==> config.mk <==
export PLATFORM = sky130hd
export DESIGN_NAME = arp_responder
export DESIGN_NICKNAME = d
export VERILOG_FILES = /design/src/source/arp_pkg.sv /design/src/source/eth_crc32.sv /design/src/source/arp_rx.sv /design/src/source/arp_tx.sv /design/src/source/arp_responder.sv
export SDC_FILE = /design/constraint.sdc
export NUM_CORES = 1
export LEC_CHECK = 0
export BUFFER_PORTS_ARGS = -buffer_cell sky130_fd_sc_hd__buf_4
export CORE_ASPECT_RATIO = 1.2
export CORE_MARGIN = 2
export CORE_UTILIZATION = 24
export DETAILED_ROUTE_END_ITERATION = 10
export HOLD_SLACK_MARGIN = 0.08
export PLACE_DENSITY_LB_ADDON = 0.2
export SETUP_SLACK_MARGIN = 0.05
export SLEW_MARGIN = 30
export SYNTH_ARGS = -nofsm -noshare
export SYNTH_HDL_FRONTEND = slang
export SYNTH_HIERARCHICAL = 1
export SYNTH_SLANG_ARGS = --single-unit
==> constraint.sdc <==
create_clock -name gmii_rx_clk -period 20.6 [get_ports gmii_rx_clk]
set_input_delay 4.12 -clock gmii_rx_clk [delete_from_list [all_inputs] [get_ports gmii_rx_clk]]
set_output_delay 4.12 -clock gmii_rx_clk [all_outputs]
set_load 0.01 [all_outputs]
==> src/source/arp_pkg.sv <==
package arp_pkg;

    typedef logic [7:0]  byte_t;
    typedef logic [47:0] mac_addr_t;
    typedef logic [31:0] ipv4_addr_t;

    typedef struct packed {
        mac_addr_t  mac;
        ipv4_addr_t ip;
    } arp_peer_t;

    localparam logic [15:0] ETH_TYPE_ARP   = 16'h0806;
    localparam logic [15:0] ARP_HTYPE_ETH  = 16'h0001;
    localparam logic [15:0] ARP_PTYPE_IPV4 = 16'h0800;
    localparam logic [15:0] ARP_OP_REQUEST = 16'h0001;
    localparam logic [15:0] ARP_OP_REPLY   = 16'h0002;

    localparam byte_t     PREAMBLE_BYTE = 8'h55;
    localparam byte_t     SFD_BYTE      = 8'hd5;
    localparam mac_addr_t BROADCAST_MAC = 48'hffff_ffff_ffff;

    localparam int PAD_BYTES  = 18;  // 42 + 18 = 60 byte minimum frame
    localparam int IFG_CYCLES = 12;

    localparam logic [31:0] CRC32_POLY = 32'hedb8_8320;  // 04c11db7 reflected

    typedef enum logic [2:0] {
        rx_idle,
        rx_preamble,
        rx_eth_head,
        rx_arp_head,
        rx_arp_data
    } rx_state_t;

    typedef enum logic [2:0] {
        tx_idle,
        tx_preamble,
        tx_sfd,
        tx_header,
        tx_pad,
        tx_fcs,
        tx_gap
    } tx_state_t;

endpackage

==> src/source/eth_crc32.sv <==
`timescale 1ns/1ps

module eth_crc32 (
    input  logic           rstn,
    input  logic           gmii_rx_clk,
    input  logic           crc_init,
    input  logic           crc_en,
    input  arp_pkg::byte_t crc_data,
    output logic [31:0]    fcs
);

    logic [31:0] crc_q;
    logic [31:0] crc_next;

    // lsb-first, one bit per step, eight steps per byte
    always_comb begin
        crc_next = crc_q ^ {24'd0, crc_data};
        for (int i = 0; i < 8; i++) begin
            if (crc_next[0]) begin
                crc_next = (crc_next >> 1) ^ arp_pkg::CRC32_POLY;
            end else begin
                crc_next = crc_next >> 1;
            end
        end
    end

    always_ff @(posedge gmii_rx_clk or negedge rstn) begin
        if (!rstn) begin
            crc_q <= '1;
        end else if (crc_init) begin
            crc_q <= '1;  // preset
        end else if (crc_en) begin
            crc_q <= crc_next;
        end
    end

    // reflected register, so byte 0 of the fcs sits in bits 7:0
    assign fcs = ~crc_q;

endmodule

==> src/source/arp_rx.sv <==
`timescale 1ns/1ps

module arp_rx (
    input  logic                rstn,
    input  logic                gmii_rx_clk,
    input  logic                gmii_rx_dv,
    input  arp_pkg::byte_t      gmii_rxd,
    input  arp_pkg::ipv4_addr_t board_ip,
    output arp_pkg::arp_peer_t  peer,
    output logic                peer_valid
);

    arp_pkg::rx_state_t  state;
    logic [4:0]          cnt;       // byte index within the current section
    logic                wait_low;  // frame over, hold off until dv falls

    arp_pkg::mac_addr_t  dst_mac;
    arp_pkg::byte_t      type_hi;
    logic [15:0]         htype;
    logic [15:0]         ptype;
    arp_pkg::byte_t      oper_hi;
    arp_pkg::mac_addr_t  snd_mac;
    arp_pkg::ipv4_addr_t snd_ip;
    arp_pkg::ipv4_addr_t tgt_ip;

    logic eth_ok;
    logic arp_ok;
    logic accept;

    // field checks are made while the last byte of the group is on gmii_rxd
    assign eth_ok = (dst_mac == arp_pkg::BROADCAST_MAC) &&
                    ({type_hi, gmii_rxd} == arp_pkg::ETH_TYPE_ARP);

    assign arp_ok = (htype == arp_pkg::ARP_HTYPE_ETH) &&
                    (ptype == arp_pkg::ARP_PTYPE_IPV4) &&
                    ({oper_hi, gmii_rxd} == arp_pkg::ARP_OP_REQUEST);

    assign accept = (state == arp_pkg::rx_arp_data) && gmii_rx_dv &&
                    (cnt == 5'd20) && (tgt_ip == board_ip);  // byte after target ip

    always_ff @(posedge gmii_rx_clk or negedge rstn) begin
        if (!rstn) begin
            state      <= arp_pkg::rx_idle;
            cnt        <= '0;
            wait_low   <= 1'b0;
            peer_valid <= 1'b0;
        end else begin
            peer_valid <= 1'b0;
            if ((state != arp_pkg::rx_idle) && !gmii_rx_dv) begin
                state    <= arp_pkg::rx_idle;  // frame cut short
                wait_low <= 1'b0;
            end else begin
                case (state)
                    arp_pkg::rx_idle: begin
                        cnt <= 5'd1;  // first preamble byte taken here
                        if (!gmii_rx_dv) begin
                            wait_low <= 1'b0;
                        end else if (!wait_low) begin
                            if (gmii_rxd == arp_pkg::PREAMBLE_BYTE) begin
                                state <= arp_pkg::rx_preamble;
                            end else begin
                                wait_low <= 1'b1;
                            end
                        end
                    end
                    arp_pkg::rx_preamble: begin
                        cnt <= cnt + 5'd1;
                        if (cnt == 5'd7) begin
                            cnt <= '0;
                            if (gmii_rxd == arp_pkg::SFD_BYTE) begin
                                state <= arp_pkg::rx_eth_head;
                            end else begin
                                state    <= arp_pkg::rx_idle;
                                wait_low <= 1'b1;
                            end
                        end else if (gmii_rxd != arp_pkg::PREAMBLE_BYTE) begin
                            state    <= arp_pkg::rx_idle;
                            wait_low <= 1'b1;
                        end
                    end
                    arp_pkg::rx_eth_head: begin
                        cnt <= cnt + 5'd1;
                        if (cnt == 5'd13) begin
                            cnt <= '0;
                            if (eth_ok) begin
                                state <= arp_pkg::rx_arp_head;
                            end else begin
                                state    <= arp_pkg::rx_idle;
                                wait_low <= 1'b1;
                            end
                        end
                    end
                    arp_pkg::rx_arp_head: begin
                        cnt <= cnt + 5'd1;
                        if (cnt == 5'd7) begin
                            cnt <= '0;
                            if (arp_ok) begin
                                state <= arp_pkg::rx_arp_data;
                            end else begin
                                state    <= arp_pkg::rx_idle;
                                wait_low <= 1'b1;
                            end
                        end
                    end
                    arp_pkg::rx_arp_data: begin
                        cnt <= cnt + 5'd1;
                        if (cnt == 5'd20) begin
                            cnt        <= '0;
                            state      <= arp_pkg::rx_idle;
                            wait_low   <= 1'b1;  // rest of frame and fcs ignored
                            peer_valid <= accept;
                        end
                    end
                    default: begin
                        state <= arp_pkg::rx_idle;
                    end
                endcase
            end
        end
    end

    always_ff @(posedge gmii_rx_clk) begin
        if (gmii_rx_dv) begin
            case (state)
                arp_pkg::rx_eth_head: begin
                    if (cnt < 5'd6) begin
                        dst_mac <= {dst_mac[39:0], gmii_rxd};
                    end
                    if (cnt == 5'd12) begin
                        type_hi <= gmii_rxd;
                    end
                end
                arp_pkg::rx_arp_head: begin
                    if (cnt < 5'd2) begin
                        htype <= {htype[7:0], gmii_rxd};
                    end else if (cnt < 5'd4) begin
                        ptype <= {ptype[7:0], gmii_rxd};
                    end else if (cnt == 5'd6) begin
                        oper_hi <= gmii_rxd;  // hlen and plen skipped
                    end
                end
                arp_pkg::rx_arp_data: begin
                    if (cnt < 5'd6) begin
                        snd_mac <= {snd_mac[39:0], gmii_rxd};
                    end else if (cnt < 5'd10) begin
                        snd_ip <= {snd_ip[23:0], gmii_rxd};
                    end else if ((cnt >= 5'd16) && (cnt < 5'd20)) begin
                        tgt_ip <= {tgt_ip[23:0], gmii_rxd};
                    end
                end
                default: begin
                end
            endcase
        end
        if (accept) begin
            peer.mac <= snd_mac;
            peer.ip  <= snd_ip;
        end
    end

    a_pv_single: assert property (@(posedge gmii_rx_clk) disable iff (!rstn)
        peer_valid |=> !peer_valid)
        else $error("peer_valid held for more than one cycle");

    a_pv_from_data: assert property (@(posedge gmii_rx_clk) disable iff (!rstn)
        peer_valid |-> ($past(state) == arp_pkg::rx_arp_data))
        else $error("peer_valid without a completed arp payload");

endmodule

==> src/source/arp_tx.sv <==
`timescale 1ns/1ps

module arp_tx (
    input  logic                rstn,
    input  logic                gmii_rx_clk,
    input  arp_pkg::mac_addr_t  board_mac,
    input  arp_pkg::ipv4_addr_t board_ip,
    input  arp_pkg::arp_peer_t  peer,
    input  logic                peer_valid,
    input  logic [31:0]         fcs,
    output logic                crc_init,
    output logic                crc_en,
    output arp_pkg::byte_t      crc_data,
    output logic                gmii_tx_en,
    output arp_pkg::byte_t      gmii_txd
);

    arp_pkg::tx_state_t state;
    logic [5:0]         cnt;
    arp_pkg::arp_peer_t peer_q;
    logic [335:0]       hdr;  // 14 eth + 28 arp bytes, first byte on top
    arp_pkg::byte_t     hdr_byte;

    assign hdr = {
        peer_q.mac,
        board_mac,
        arp_pkg::ETH_TYPE_ARP,
        arp_pkg::ARP_HTYPE_ETH,
        arp_pkg::ARP_PTYPE_IPV4,
        8'd6,                   // hlen
        8'd4,                   // plen
        arp_pkg::ARP_OP_REPLY,
        board_mac,
        board_ip,
        peer_q.mac,
        peer_q.ip
    };

    assign hdr_byte = hdr[8 * (41 - cnt) +: 8];

    // crc sees each byte on the same edge that puts it on gmii_txd,
    // so fcs is settled by the first fcs cycle
    assign crc_init = (state == arp_pkg::tx_sfd);
    assign crc_en   = (state == arp_pkg::tx_header) || (state == arp_pkg::tx_pad);
    assign crc_data = (state == arp_pkg::tx_header) ? hdr_byte : '0;

    always_ff @(posedge gmii_rx_clk) begin
        if ((state == arp_pkg::tx_idle) && peer_valid) begin
            peer_q <= peer;
        end
    end

    always_ff @(posedge gmii_rx_clk or negedge rstn) begin
        if (!rstn) begin
            state      <= arp_pkg::tx_idle;
            cnt        <= '0;
            gmii_tx_en <= 1'b0;
            gmii_txd   <= '0;
        end else begin
            case (state)
                arp_pkg::tx_idle: begin
                    if (peer_valid) begin
                        gmii_tx_en <= 1'b1;
                        gmii_txd   <= arp_pkg::PREAMBLE_BYTE;
                        cnt        <= 6'd1;
                        state      <= arp_pkg::tx_preamble;
                    end
                end
                arp_pkg::tx_preamble: begin
                    gmii_txd <= arp_pkg::PREAMBLE_BYTE;
                    cnt      <= cnt + 6'd1;
                    if (cnt == 6'd6) begin
                        state <= arp_pkg::tx_sfd;
                    end
                end
                arp_pkg::tx_sfd: begin
                    gmii_txd <= arp_pkg::SFD_BYTE;
                    cnt      <= '0;
                    state    <= arp_pkg::tx_header;
                end
                arp_pkg::tx_header: begin
                    gmii_txd <= hdr_byte;
                    cnt      <= cnt + 6'd1;
                    if (cnt == 6'd41) begin
                        cnt   <= '0;
                        state <= arp_pkg::tx_pad;
                    end
                end
                arp_pkg::tx_pad: begin
                    gmii_txd <= '0;
                    cnt      <= cnt + 6'd1;
                    if (cnt == 6'(arp_pkg::PAD_BYTES - 1)) begin
                        cnt   <= '0;
                        state <= arp_pkg::tx_fcs;
                    end
                end
                arp_pkg::tx_fcs: begin
                    cnt <= cnt + 6'd1;
                    if (cnt == 6'd4) begin
                        gmii_tx_en <= 1'b0;  // first idle cycle of the gap
                        gmii_txd   <= '0;
                        cnt        <= '0;
                        state      <= arp_pkg::tx_gap;
                    end else begin
                        gmii_txd <= fcs[8 * cnt[1:0] +: 8];  // low byte first
                    end
                end
                arp_pkg::tx_gap: begin
                    cnt <= cnt + 6'd1;
                    // fcs exit and idle sampling make up the other two
                    if (cnt == 6'(arp_pkg::IFG_CYCLES - 2)) begin
                        cnt   <= '0;
                        state <= arp_pkg::tx_idle;
                    end
                end
                default: begin
                    state <= arp_pkg::tx_idle;
                end
            endcase
        end
    end

    a_en_quiet: assert property (@(posedge gmii_rx_clk) disable iff (!rstn)
        (state inside {arp_pkg::tx_idle, arp_pkg::tx_gap}) |-> !gmii_tx_en)
        else $error("gmii_tx_en high outside a frame");

    a_crc_in_frame: assert property (@(posedge gmii_rx_clk) disable iff (!rstn)
        crc_en |-> gmii_tx_en)
        else $error("crc advanced while no frame is on the wire");

endmodule

==> src/source/arp_responder.sv <==
`timescale 1ns/1ps

module arp_responder (
    input  logic                rstn,
    input  logic                gmii_rx_clk,
    input  logic                gmii_rx_dv,
    input  arp_pkg::byte_t      gmii_rxd,
    input  arp_pkg::mac_addr_t  board_mac,
    input  arp_pkg::ipv4_addr_t board_ip,
    output logic                gmii_tx_en,
    output arp_pkg::byte_t      gmii_txd,
    output arp_pkg::arp_peer_t  peer,
    output logic                peer_valid
);

    logic           crc_init;
    logic           crc_en;
    arp_pkg::byte_t crc_data;
    logic [31:0]    fcs;

    arp_rx arp_rx_i (
        .rstn        (rstn),
        .gmii_rx_clk (gmii_rx_clk),
        .gmii_rx_dv  (gmii_rx_dv),
        .gmii_rxd    (gmii_rxd),
        .board_ip    (board_ip),
        .peer        (peer),
        .peer_valid  (peer_valid)
    );

    arp_tx arp_tx_i (
        .rstn        (rstn),
        .gmii_rx_clk (gmii_rx_clk),
        .board_mac   (board_mac),
        .board_ip    (board_ip),
        .peer        (peer),
        .peer_valid  (peer_valid),
        .fcs         (fcs),
        .crc_init    (crc_init),
        .crc_en      (crc_en),
        .crc_data    (crc_data),
        .gmii_tx_en  (gmii_tx_en),
        .gmii_txd    (gmii_txd)
    );

    eth_crc32 eth_crc32_i (
        .rstn        (rstn),
        .gmii_rx_clk (gmii_rx_clk),
        .crc_init    (crc_init),
        .crc_en      (crc_en),
        .crc_data    (crc_data),
        .fcs         (fcs)
    );

endmodule

==> flow_results.org, run 1 <==
** Critical path
- Critical Path AT :: 7110 ps
- Together, buffers and inverters on the worst path number 1.
- Kind of critical path :: in2reg
- Critical Path Source Type :: input pin
- Broken down by cell family, the worst path's largest delay share belongs to XOR/XNOR gates.
- Worst-path cell with the longest stage delay :: sky130_fd_sc_hd__xnor2_2
- Cell breakdown of the critical path :: buf_4 > mux2i_1 > o22ai_1 > o31ai_1 > a21oi_1 > xnor2_2 > xnor2_2 > xor3_1 > xnor2_1 > a21oi_1
- Setup slack of the most critical reg-to-reg path :: 15380 ps
- Largest fanout on the critical path :: 6
- For this run, the slowest stage of the critical path takes 510 ps.
- STA classifies the critical path endpoint as a flop.
- STA puts the critical path data required time at 21110 ps.

** Placed design
- The congestion estimate from routability-driven global placement came to 0.863.
- Including well taps, the total number of placed cells is 2357.
- Port buffering added 180 buffers.
- Post-DP HPWL :: 38300 um

** Finish
- The final layout contains 1488 nets.
- The count of cells in the finished layout, fillers not included, comes to 2442.
- Leaving out fill and tap cells, the most frequent cells in the layout are sky130_fd_sc_hd__edfxtp_1, sky130_fd_sc_hd__buf_4, sky130_fd_sc_hd__xnor2_1, sky130_fd_sc_hd__nor2_1, sky130_fd_sc_hd__inv_1.
- Relative to the synthesized area, the layout overhead comes to 21.7%.
- The library cell used most frequently in the layout, excluding fill and tap cells, is sky130_fd_sc_hd__edfxtp_1.
- In the final layout, the share of cells above drive strength 1 is 27.2%.

** Synth
- Share of cell area taken by muxes after synthesis :: 5.75%
- Summing the areas of all and, or, nand and nor instances in the mapped netlist gives 8.11% of the synthesized area.
- After synthesis, the largest family of logic cells by area is simple AND/OR/NAND/NOR gates.
- Synthesis produced a netlist whose cell count is 1193.
- Largest area contributor in the synthesized netlist :: sky130_fd_sc_hd__edfxtp_1
- Fraction of registers with async set or reset after synthesis :: 14.0%
- Share of synthesized area occupied by flip-flops and latches :: 68.5%
- Counting flops and latches in the post-synthesis netlist gives 428.
- Yosys printed 6 warnings.
- After Yosys synthesis, full adders, half adders and majority gates account for 0.612% of the synthesized area.
- Number of nets produced by synthesis :: 1293
- Per-instance average area after synthesis :: 15.4 um2
- In this run, synthesis inferred 368 flip-flops with an integrated enable.
- The top cell type by area accounts for 60.1% of the synthesized area.
- Summing the areas of all xor and xnor instances in the mapped netlist gives 6.43% of the synthesized area.
- Number of distinct library cell variants in the gate-level netlist after synthesis :: 95
- The synthesized netlist devotes 7.96% of its cell area to compound gates.
- Most common flop cell mapped by yosys :: sky130_fd_sc_hd__edfxtp_1
- Summing every instance area after synthesis gives 0.0184 mm2.
- Largest cells by area after synthesis :: sky130_fd_sc_hd__edfxtp_1, sky130_fd_sc_hd__dfstp_2, sky130_fd_sc_hd__dfrtp_1

** Job
- Across the run, the number of max-cap violations was 0.

** Floorplanning
- For this configuration, the core starts out at a cell density of 24.2%.
- The floorplan step defined a core boundary enclosing 0.0761 mm2.
- DIE AREA :: 0.0789 mm2
- Pin placement for this block handled 181 I/O pins.
- Measured along the x axis, the die boundary spans 257 um.
- After floorplanning, the core was divided into 111 placement rows.
- Die height :: 307 um

** Clock tree
- Largest buffer count on any clock path :: 3
- Clk root buf :: sky130_fd_sc_hd__clkbuf_16
- Number of hold-repair buffers added at the cts stage :: 0
- TritonCTS clock tree :: yes
- Number of setup buffers added after CTS :: 0
- CTS buffer count :: 46
- Clock-pin slew was measured on the worst setup and hold paths at 60 ps.
- Gates resized during post-CTS repair numbered 0.
- CTS H-Tree Depth :: 2
- The clock reaches the later pin of the worst-skew pair after 580 ps.
- The clock net in this run drives a total of 428 sinks.

** Timing
- Final cycle utilization of the critical path :: 32.1%
- At the pin with the least slew margin, the transition time is 925 ps.
- Post-route setup TNS :: 0 ps
- For the finished layout, the period the worst path requires is 6600 ps.
- The worst pin sits at a relative slew slack of 38.3%.
- Total setup violations reported at the end of the flow :: 0
- Largest clock skew in the final design :: 21.2 ps
- Unrepaired setup endpoints after global routing :: no
- The final hold violation count was 0.
- Number of slew-limit violations in the final report :: 0
- Timing would allow up to 151 MHz.

** Drt
- Vias post-DR :: 11000
- Drt initial violations :: 816
- Summed over all layers, the routed wires come to 53900 um.
- Post-detailed-route via-to-cell ratio :: 4.50
- DRC errors left :: 0
- Iteration count of the initial detailed-routing pass :: 5
- In this run the remaining antenna-violating nets after routing total 0.
- Detailed-route wire length per cell :: 22.1 um

** Global route
- Total track usage :: 13.4%
- The initial antenna violation count was 6.
- Entering global routing, the biggest net connects 63 pins.
- Global routing finished with a remaining overflow of 0.
- Global-route wire length before repair :: 78100 um
- Vias in the first global route :: 11100

** Min path
- Kind of path behind the tightest hold check :: reg2reg

** Pwr
- Leakage :: 7.54 nW
- Power density cells :: 83.8 mW/mm2
- VDD sags by at most 0.0000644 V.

** Status
- Status :: finished clean
Yosys cell counts, drive strengths merged (7+ instances only):
| cell type | count |
|---|---|
| edfxtp | 368 |
| xnor2 | 90 |
| nor2 | 67 |
| inv | 50 |
| nand2 | 45 |
| o21ai | 45 |
| a21oi | 41 |
| mux2i | 37 |
| dfstp | 32 |
| buf | 31 |
| dfrtp | 28 |
| mux4 | 27 |
| nand4 | 26 |
| nor4 | 24 |
| xor2 | 24 |
| nor3 | 23 |
| clkbuf | 20 |
| a211o | 13 |
| nand3 | 12 |
| o21bai | 11 |
| a211oi | 9 |
| ha | 9 |
| or3 | 9 |
| o22ai | 8 |
| a21boi | 7 |
| a31oi | 7 |
| mux2 | 7 |
| o31ai | 7 |
path summary, 6_finish.rpt:
| check | start | to | cells past startpoint |
|---|---|---|---|
| setup / recovery | board_mac[5] | eth_crc32_i/crc_q[24] | 10 |
| hold / removal | arp_rx_i/snd_mac[44] | arp_rx_i/peer[76] | 0 |
| setup reg to reg | arp_tx_i/cnt[2] | eth_crc32_i/crc_q[30] | 13 |
| hold reg to reg | arp_rx_i/snd_mac[44] | arp_rx_i/peer[76] | 0 |
| max in group asynchronous | rstn | arp_tx_i/cnt[0] | 1 |
| min in group asynchronous | rstn | arp_tx_i/gmii_txd[6] | 1 |
flip-flops by register name, indices dropped and copies added, names as in the netlist, 6 cells and up:
name / cells
eth_crc32_i/crc_q: 32
arp_rx_i/snd_mac: 48
arp_rx_i/dst_mac: 48
arp_rx_i/htype: 16
arp_rx_i/ptype: 16
arp_rx_i/tgt_ip: 32
arp_tx_i/hdr: 80
arp_rx_i/type_hi: 8
arp_rx_i/peer: 80
arp_tx_i/gmii_txd: 8
arp_rx_i/snd_ip: 32
arp_rx_i/oper_hi: 8
arp_tx_i/cnt: 6
area by class of cell:
class / count / area (um2)
fill: 7775 / 53700
sequential: 428 / 12600
multi-input combinational: 664 / 5360
timing repair buffer: 198 / 1490
tap: 1017 / 1270
clock buffer: 58 / 1220
clock inverter: 26 / 263
inverter: 50 / 188
antenna: 1 / 2.50
kinds of logic after synthesis:
family / count (synthesis)
AOI/OAI and AO/OA: 208
xor gates and xnor gates: 115
adders and majority gates: 9
buffers and inverters: 101
DFF: 428
muxes: 71
and+or+nand+nor: 261
layer usage:
metal	vias up	part of all wire, %	track usage [%]
li1	4987	-	-
met1	5600	42	17.2
met2	334	49	22.8
met3	63	6.2	2.96
met4	2	2.2	3.73
met5	-	0.024	0
power by group:
part	internal (W)	switching [W]	total [W]	leakage [nW]
registers	0.000953	0.0000140	0.000967	4.00
clock network	0.000471	0.000353	0.000823	0.710
logic	0.0000338	0.0000518	0.0000856	2.83
total	0.00146	0.000418	0.00188	7.54
stage by stage:
stage | util, % | power [W] | worst slack, ps | hold WS [ps] | cell area, um2
2_1_floorplan | - | 0.00103 | 7450 | 400 | 18400
3_3_place_gp | 27.5 | 0.00107 | 13440 | 401 | 20900
3_5_place_dp | 27.5 | 0.00107 | 13450 | 405 | 20900
4_1_cts | 29.4 | 0.00191 | 14090 | 413 | 22400
5_1_grt | 29.4 | 0.00195 | 13940 | 421 | 22400
6_report | 29.4 | 0.00188 | 14000 | 412 | 22400
No activity file was read; power rests on OpenSTA's default activity.
==> inputs of run 2 (changes only) <==
==> constraint.sdc (replaced) <==
create_clock -name gmii_rx_clk -period 5.4 [get_ports gmii_rx_clk]
set_input_delay 1.08 -clock gmii_rx_clk [delete_from_list [all_inputs] [get_ports gmii_rx_clk]]
set_output_delay 1.08 -clock gmii_rx_clk [all_outputs]
set_load 0.01 [all_outputs]
==> run 2 against run 1 <==
Against the previous run:
- register-to-register slack got worse by 15000 ps
- critical path type is now reg2reg
- sequential power increased to 3.8 times the previous value
- clock skew increased by 1.9 ps
- routed wire length decreased by 0.50%
- final cell count increased by 0.37%
- highest routed layer unchanged
==> flow_results.org, run 2 (synthesized netlist as in run 1, its figures left out) <==
** Drt
- The first-pass iteration count of the detailed router was 5 (unchanged).
- Antenna viol nets, final :: 0 (unchanged)
- Vias post-DR :: 11000 (+0.28%)
- Post-detailed-route via-to-cell ratio :: 4.49 (about the same)
- Detailed-route wire length per cell :: 21.9 um (-0.86%)
- The detailed-route DRC error count was 0 (unchanged).
- Detailed-route wire length :: 53700 um (-0.50%)
- Drt initial violations :: 840 (+2.9%)

** Finish
- From synthesis to final layout, the design area changed by 22.8%.
- Commonest cells after routing, fill and taps aside :: sky130_fd_sc_hd__edfxtp_1, sky130_fd_sc_hd__buf_4, sky130_fd_sc_hd__xnor2_1, sky130_fd_sc_hd__nor2_1, sky130_fd_sc_hd__clkbuf_16
- The net count reported at finish is 1494 (+0.40%).
- The number of non-filler instances in the completed layout came to 2451 (+0.37%).
- Commonest non-fill, non-tap cell in the layout :: sky130_fd_sc_hd__edfxtp_1
- Fraction of final layout cells with drive strength greater than 1 :: 27.9% (+0.69 points)

** Placed design
- Count of buffers from port buffering :: 180 (unchanged)
- Cell count after placement :: 2360 (+0.13%)
- The final HPWL from detailed placement came to 38600 um (+0.86%).
- The pre-CTS setup slack came to 657 ps (-12800 ps).
- Routability cong. :: 0.868 (+0.58%)

** Pwr
- The net switching power is 0.00164 W (+290%).
- The register share of total power is 49.7% (-1.9 points).
- The switching share of total power was 22.1% (-0.16 points).
- The cell area power density was 328 mW/mm2 (+290%).
- Clock power share :: 45.8% (+1.9 points)
- The internal power came to 0.00577 W (+300%).
- Peak supply drop :: 0.000233 V (+260%)
- The proportion of power drawn by combinational gates came to 4.5% (about the same).
- The static leakage power came to 7.66 nW (+1.7%).

** Global route
- The initial antenna violation count was 5 (-1).
- The first-pass GRT wire length is 77800 um (-0.38%).
- The aggregate global routing overflow was 0 (unchanged).
- Total track usage :: 13.4% (-0.033 points)
- Pin count of the biggest net entering global routing :: 61 (-3.2%)
- Vias in the first global route :: 11300 (+1.5%)

** Timing
- Post-layout minimum cycle time :: 4830 ps
- Total setup violations reported at the end of the flow :: 0 (unchanged)
- Max Clock Freq :: 207 MHz
- The final worst-path setup slack was 571 ps (-13430 ps).
- Post-route setup TNS :: 0 ps (unchanged)
- After layout, the worst path uses 89.4% of the clock period.
- Largest clock skew in the final design :: 23.2 ps (+1.92 ps)
- Number of slew-limit violations in the final report :: 0 (unchanged)
- The max-slew headroom at the worst pin was 37.0% (-1.3 points).
- The final hold violation count was 0 (unchanged).
- The transition time of the tightest slew-check pin was 945 ps (+19.2 ps).
- Setup repair after global routing left no endpoint under its margin.

** Critical path
- Largest incremental delay on the critical path :: 810 ps (+300 ps)
- Broken down by cell family, the worst path's largest delay share belongs to compound AO/OA/AOI/OAI gates.
- The endpoint required time on the critical path was 5910 ps (-15200 ps).
- The critical path in this run is classified as reg2reg.
- Worst-path cell with the longest stage delay :: sky130_fd_sc_hd__dfrtp_1
- The worst setup path is launched from a flop.
- In this run the critical register-to-register path is captured at eth_crc32_i/crc_q[24].
- Cell breakdown of the critical path :: inv_1 > ha_1 > or3b_4 > o21ai_1 > a32oi_1 > o21ai_0 > o21ai_1 > a21oi_1 > xnor2_2 > xnor2_2 > xor3_1 > xnor2_1 > a21oi_1
- The critical-path maximum fanout came to 21 (+15).
- Number of cells on the worst reg-to-reg path :: 13 (unchanged)
- Launch instance of the worst register-to-register path :: arp_tx_i/cnt[2]
- Total buffers and inverters traversed by the critical path :: 1 (unchanged)
- Sort of element at the end of the critical path :: flop
- The register-to-register setup slack came to 570 ps (-14810 ps).
- Critical Path AT :: 5340 ps (-1770 ps)

** Clock tree
- In this run the clock root is driven by a sky130_fd_sc_hd__clkbuf_16.
- The number of gates resized after cts came to 0 (unchanged).
- Largest buffer count on any clock path :: 3 (unchanged)
- TritonCTS clock tree :: yes
- CTS H-Tree Depth :: 2 (unchanged)
- Number of setup buffers added after CTS :: 0 (unchanged)
- Latest clock arrival within the worst-skew pair :: 580 ps (about the same)
- Number of hold-repair buffers added at the cts stage :: 0 (unchanged)
- The total CTS buffers is 48 (+4.3%).
- Clock-pin slew on the worst setup and hold paths :: 60 ps (about the same)
- Clock net sink count :: 428 (unchanged)

** Floorplanning
- The starting utilization of the core area was 24.2% (unchanged).
- Ports :: 181 (unchanged)
- Width of the die :: 257 um (unchanged)
- Die height :: 307 um (unchanged)
- Core area :: 0.0761 mm2 (unchanged)
- The area of the die came to 0.0789 mm2 (unchanged).
- The placement row count was 111 (unchanged).

** Min path
- Kind of path behind the tightest hold check :: in2async

** Job
- The number of maximum-capacitance violations was 0 (unchanged).

** Status
- The flow ran to the end, and the final reports show no timing, DRC or antenna violations.
[run 2: changes by cell type in the layout (fill, tap and decap cells not counted), moves of 2 or more]
cell / before / now
sky130_fd_sc_hd__clkbuf_1: 10 / 5
sky130_fd_sc_hd__clkbuf_16: 46 / 49
sky130_fd_sc_hd__clkinv_2: 7 / 9
sky130_fd_sc_hd__buf_4: 198 / 201
sky130_fd_sc_hd__clkinvlp_4: 5 / 3
sky130_fd_sc_hd__clkbuf_8: 2 / 0
sky130_fd_sc_hd__inv_8: 0 / 2
sky130_fd_sc_hd__bufinv_16: 4 / 7
sky130_fd_sc_hd__clkinv_1: 5 / 7
[run 2: worst reg2reg max path, stage by stage (launching register included)]
cell and delay (ps):
sky130_fd_sc_hd__dfrtp_1 810, sky130_fd_sc_hd__inv_1 200, sky130_fd_sc_hd__ha_1 500, sky130_fd_sc_hd__or3b_4 500, sky130_fd_sc_hd__o21ai_1 350, sky130_fd_sc_hd__a32oi_1 340
sky130_fd_sc_hd__o21ai_0 210, sky130_fd_sc_hd__o21ai_1 120, sky130_fd_sc_hd__a21oi_1 320, sky130_fd_sc_hd__xnor2_2 210, sky130_fd_sc_hd__xnor2_2 460, sky130_fd_sc_hd__xor3_1 470
sky130_fd_sc_hd__xnor2_1 140, sky130_fd_sc_hd__a21oi_1 150
[run 2: final cells by class]
cell class,count,area [um2]
Fill cell,7719,53500
Timing Repair Buffer,202,1530
Clock buffer,54,1240
Multi-Input combinational cell,664,5380
Tap cell,1017,1270
Antenna cell,2,5.00
Sequential cell,428,12600
Inverter,50,188
Clock inverter,34,379
[run 2: per-stage QoR]
| stage | power [W] | hold WS [ps] | instance area, um2 | util, % |
|---|---|---|---|---|
| 4_1_cts | 0.00753 | 312 | 22600 | 29.7 |
| 6_report | 0.00742 | 368 | 22600 | 29.7 |
| 3_5_place_dp | 0.00409 | 405 | 20900 | 27.5 |
| 5_1_grt | 0.00769 | 337 | 22600 | 29.7 |
| 3_3_place_gp | 0.00408 | 401 | 20900 | 27.5 |
| 2_1_floorplan | 0.00391 | 400 | 18400 | - |
[run 2: layer usage]
layer	up-vias	wire [um]	global-route usage [%]
li1	5007	-	-
met1	5593	22600	16.9
met2	324	26200	22.4
met3	87	3120	3.09
met4	6	1710	5.02
met5	-	30	0
[run 2: worst max path at each step]
stage,start,endpoint,cells past startpoint
after global routing,arp_tx_i/cnt[2],eth_crc32_i/crc_q[24],13
final,arp_tx_i/cnt[2],eth_crc32_i/crc_q[24],13
after detailed placement,arp_tx_i/cnt[2],eth_crc32_i/crc_q[24],13
after floorplan,gmii_rx_dv,arp_rx_i/tgt_ip[0],2
after global placement,arp_tx_i/cnt[2],eth_crc32_i/crc_q[24],13
after CTS,arp_tx_i/cnt[2],eth_crc32_i/crc_q[24],13
[run 2: power by group through the flow]
stage	clock network [W]	logic [W]	registers (W)
final	0.00340	0.000332	0.00369
after global placement	0	0.000331	0.00375
after global routing	0.00363	0.000362	0.00369
after floorplan	0	0.000179	0.00374
after CTS	0.00351	0.000337	0.00369
after detailed placement	0	0.000335	0.00375
==> inputs of run 3 (changes only) <==
==> constraint.sdc (replaced) <==
create_clock -name gmii_rx_clk -period 4.9 [get_ports gmii_rx_clk]
set_input_delay 0.98 -clock gmii_rx_clk [delete_from_list [all_inputs] [get_ports gmii_rx_clk]]
set_output_delay 0.98 -clock gmii_rx_clk [all_outputs]
set_load 0.01 [all_outputs]
==> run 3 against run 2 <==
Against the previous run:
- sequential share of layout area is 0.48 points higher
- maximum frequency is 12% higher
- sequential power is 10% higher
- first-iteration DRC count is 5.5% higher
- setup slack better by 36 ps
- non-clock buffer count is 9 higher
- largest power group unchanged
- count of clock-buffer cells in the layout is 3 higher
- die area stayed put
- register-to-register slack better by 40 ps
==> flow_results.org, run 3 (synthesized netlist as in run 1, its figures left out) <==
** Status
- Status :: finished clean

** Pwr
- Power density cells :: 342 mW/mm2 (+4.1%)
- The worst IR drop on VDD was 0.000227 V (-2.6%).
- The static leakage power is 7.57 nW (-1.2%).

** Placed design
- Post-DP HPWL :: 39400 um (+2.0%)
- The port buffer count came to 180 (unchanged).
- The instance area after placement came to 0.0210 mm2 (+0.49%).
- The routability congestion estimate is 0.865 (-0.40%).

** Critical path
- The critical-path maximum fanout is 19 (-9.5%).
- Critical Path Source Type :: flop
- The worst setup path is captured at a flop.
- The endpoint required time on the critical path came to 5400 ps (-510 ps).
- The worst endpoint data arrival time is 4790 ps (-550 ps).
- Kind of critical path :: reg2reg

** Job
- The number of maximum-capacitance violations was 0 (unchanged).

** Timing
- Largest clock skew in the final design :: 19.8 ps (-3.35 ps)
- Transition time at the pin with the least slew margin :: 900 ps (-45.1 ps)
- Final cycle utilization of the critical path :: 87.6% (-1.8 points)
- Max Clock Freq :: 233 MHz (+12%)
- Post-route setup TNS :: 0 ps (unchanged)
- Post-layout minimum cycle time :: 4290 ps (-536 ps)
- The setup violation total in the final timing report is 0 (unchanged).
- Hold Fails Final Rpt :: 0 (unchanged)
- Setup repair after global routing left no endpoint under its margin.
- The max-slew headroom at the worst pin is 40.0% (+3.0 points).
- The final count of pins violating max slew is 0 (unchanged).
- Post-Route Hold Slack :: 336 ps (-31.4 ps)

** Global route
- Antenna violations before repair :: 0 (-5)
- Global-route wire length before repair :: 78500 um (+0.92%)
- Vias in the first global route :: 11200 (-1.1%)
- The aggregate global routing overflow is 0 (unchanged).
- The maximum number of pins on one net before global-route repair came to 61 (unchanged).
- Total track usage :: 13.5% (+0.054 points)

** Floorplanning
- DIE AREA :: 0.0789 mm2 (unchanged)
- Die height :: 307 um (unchanged)
- Core Rows :: 111 (unchanged)
- The placeable core region came to 0.0761 mm2 (unchanged).
- The starting utilization of the core area was 24.2% (unchanged).
- The die outline width was 257 um (unchanged).
- Ports :: 181 (unchanged)

** Clock tree
- Number of hold-repair buffers added at the cts stage :: 0 (unchanged)
- The maximum buffer depth of the clock tree was 3 (unchanged).
- The number of gates resized after cts is 0 (unchanged).
- Clk root buf :: sky130_fd_sc_hd__clkbuf_16
- Number of setup buffers added after CTS :: 0 (unchanged)
- Clock net sink count :: 428 (unchanged)
- The clock insertion delay at the later pin of the skew report came to 570 ps (about the same).
- Clock-pin slew on the worst setup and hold paths :: 70 ps (about the same)
- TritonCTS built the clock tree.
- The number of H-tree levels came to 2 (unchanged).
- CTS buffer count :: 46 (-4.2%)

** Finish
- Synth-to-layout area growth :: 21.8%
- The fraction of final layout cells sized beyond drive strength 1 is 27.3% (-0.60 points).
- The net count reported at finish came to 1501 (+0.47%).
- Commonest cells after routing, fill and taps aside :: sky130_fd_sc_hd__edfxtp_1, sky130_fd_sc_hd__buf_4, sky130_fd_sc_hd__xnor2_1, sky130_fd_sc_hd__nor2_1, sky130_fd_sc_hd__inv_1
- The final antenna diode count came to 0 (-2).
- Fill count :: 7739 (+0.26%)
- Post-Layout Inst Area :: 0.0224 mm2 (-0.85%)
- Commonest non-fill, non-tap cell in the layout :: sky130_fd_sc_hd__edfxtp_1

** Drt
- The post-detailed-route wirelength per cell came to 22.0 um (+0.38%).
- The wire length after detailed routing was 53900 um (+0.38%).
- Drt initial violations :: 886 (+5.5%)
- Post-detailed-route via-to-cell ratio :: 4.48 (-0.44%)
- The detailed-route DRC error count was 0 (unchanged).
- The first-pass iteration count of the detailed router is 5 (unchanged).
- The antenna violation net count after detailed routing was 0 (unchanged).
- The number of vias after detailed routing is 11000 (-0.44%).

** Min path
- Kind of path behind the tightest hold check :: in2async
-- run 3: changes by cell type in the layout (fill, tap and decap cells not counted), moves of 2 or more --
cell | before | now
sky130_fd_sc_hd__buf_4 | 201 | 209
sky130_fd_sc_hd__clkinv_2 | 9 | 4
sky130_fd_sc_hd__clkbuf_16 | 49 | 46
sky130_fd_sc_hd__clkinv_1 | 7 | 11
sky130_fd_sc_hd__diode_2 | 2 | 0
sky130_fd_sc_hd__bufinv_16 | 7 | 1
sky130_fd_sc_hd__inv_6 | 3 | 1
sky130_fd_sc_hd__inv_8 | 2 | 0
sky130_fd_sc_hd__clkbuf_1 | 5 | 11
-- run 3: metal layers --
metal | vias up | share of wire (%) | track usage [%]
li1 | 5020 | - | -
met1 | 5581 | 44 | 17.9
met2 | 307 | 49 | 22.7
met3 | 61 | 4.7 | 2.01
met4 | 0 | 2.6 | 3.93
met5 | - | 0 | 0
-- run 3: worst paths after layout --
kind	start	depth (start not counted)	slack [ps]	endpoint
worst min-delay path	rstn	1	340	arp_tx_i/gmii_txd[5]
min in group gmii_rx_clk	arp_rx_i/snd_ip[30]	0	420	arp_rx_i/peer[30]
max in group asynchronous	rstn	2	3630	arp_tx_i/cnt[1]
worst max-delay path	arp_tx_i/cnt[1]	14	610	eth_crc32_i/crc_q[24]
worst max register to register	arp_tx_i/cnt[1]	14	610	eth_crc32_i/crc_q[24]
worst min register to register	arp_rx_i/snd_ip[30]	0	420	arp_rx_i/peer[30]
-- run 3: stage by stage --
stage               std cells  setup slack (ps)  power, W  utilization [%]
floorplan                1193               135   0.00431                -
global placement         2370               777   0.00451             27.6
detailed placement       2370               681   0.00451             27.7
CTS                      2451               666   0.00777             29.4
global route             2451               372   0.00794             29.4
finish                   2451               607   0.00765             29.4
-- run 3: cell type report --
class	instances	area, um2	area share [%]
clock inverter	24	161	0.720
inverter	50	188	0.838
sequential	428	12600	56.2
clock buffer	57	1190	5.32
timing repair buffer	211	1610	7.18
multi-input combinational	664	5380	24.0
tap	1017	1270	5.68
-- run 3: critical path: stages (launching register included) --
cell and delay (ps):
sky130_fd_sc_hd__dfrtp_4 570, sky130_fd_sc_hd__inv_2 120, sky130_fd_sc_hd__ha_1 320, sky130_fd_sc_hd__buf_4 230, sky130_fd_sc_hd__and2b_1 230, sky130_fd_sc_hd__nor4_4 500, sky130_fd_sc_hd__a32oi_1 180, sky130_fd_sc_hd__o21ai_0 190
sky130_fd_sc_hd__o21ai_1 120, sky130_fd_sc_hd__a21oi_1 300, sky130_fd_sc_hd__xnor2_2 210, sky130_fd_sc_hd__xnor2_2 470, sky130_fd_sc_hd__xor3_1 470, sky130_fd_sc_hd__xnor2_1 150, sky130_fd_sc_hd__a21oi_1 180
-- run 3: report_power, final --
part | switching (W) | internal (W) | total (W)
Sequential | 0.0000548 | 0.00401 | 0.00406
Combinational | 0.000223 | 0.000144 | 0.000367
Clock | 0.00144 | 0.00178 | 0.00322
Total | 0.00172 | 0.00593 | 0.00765
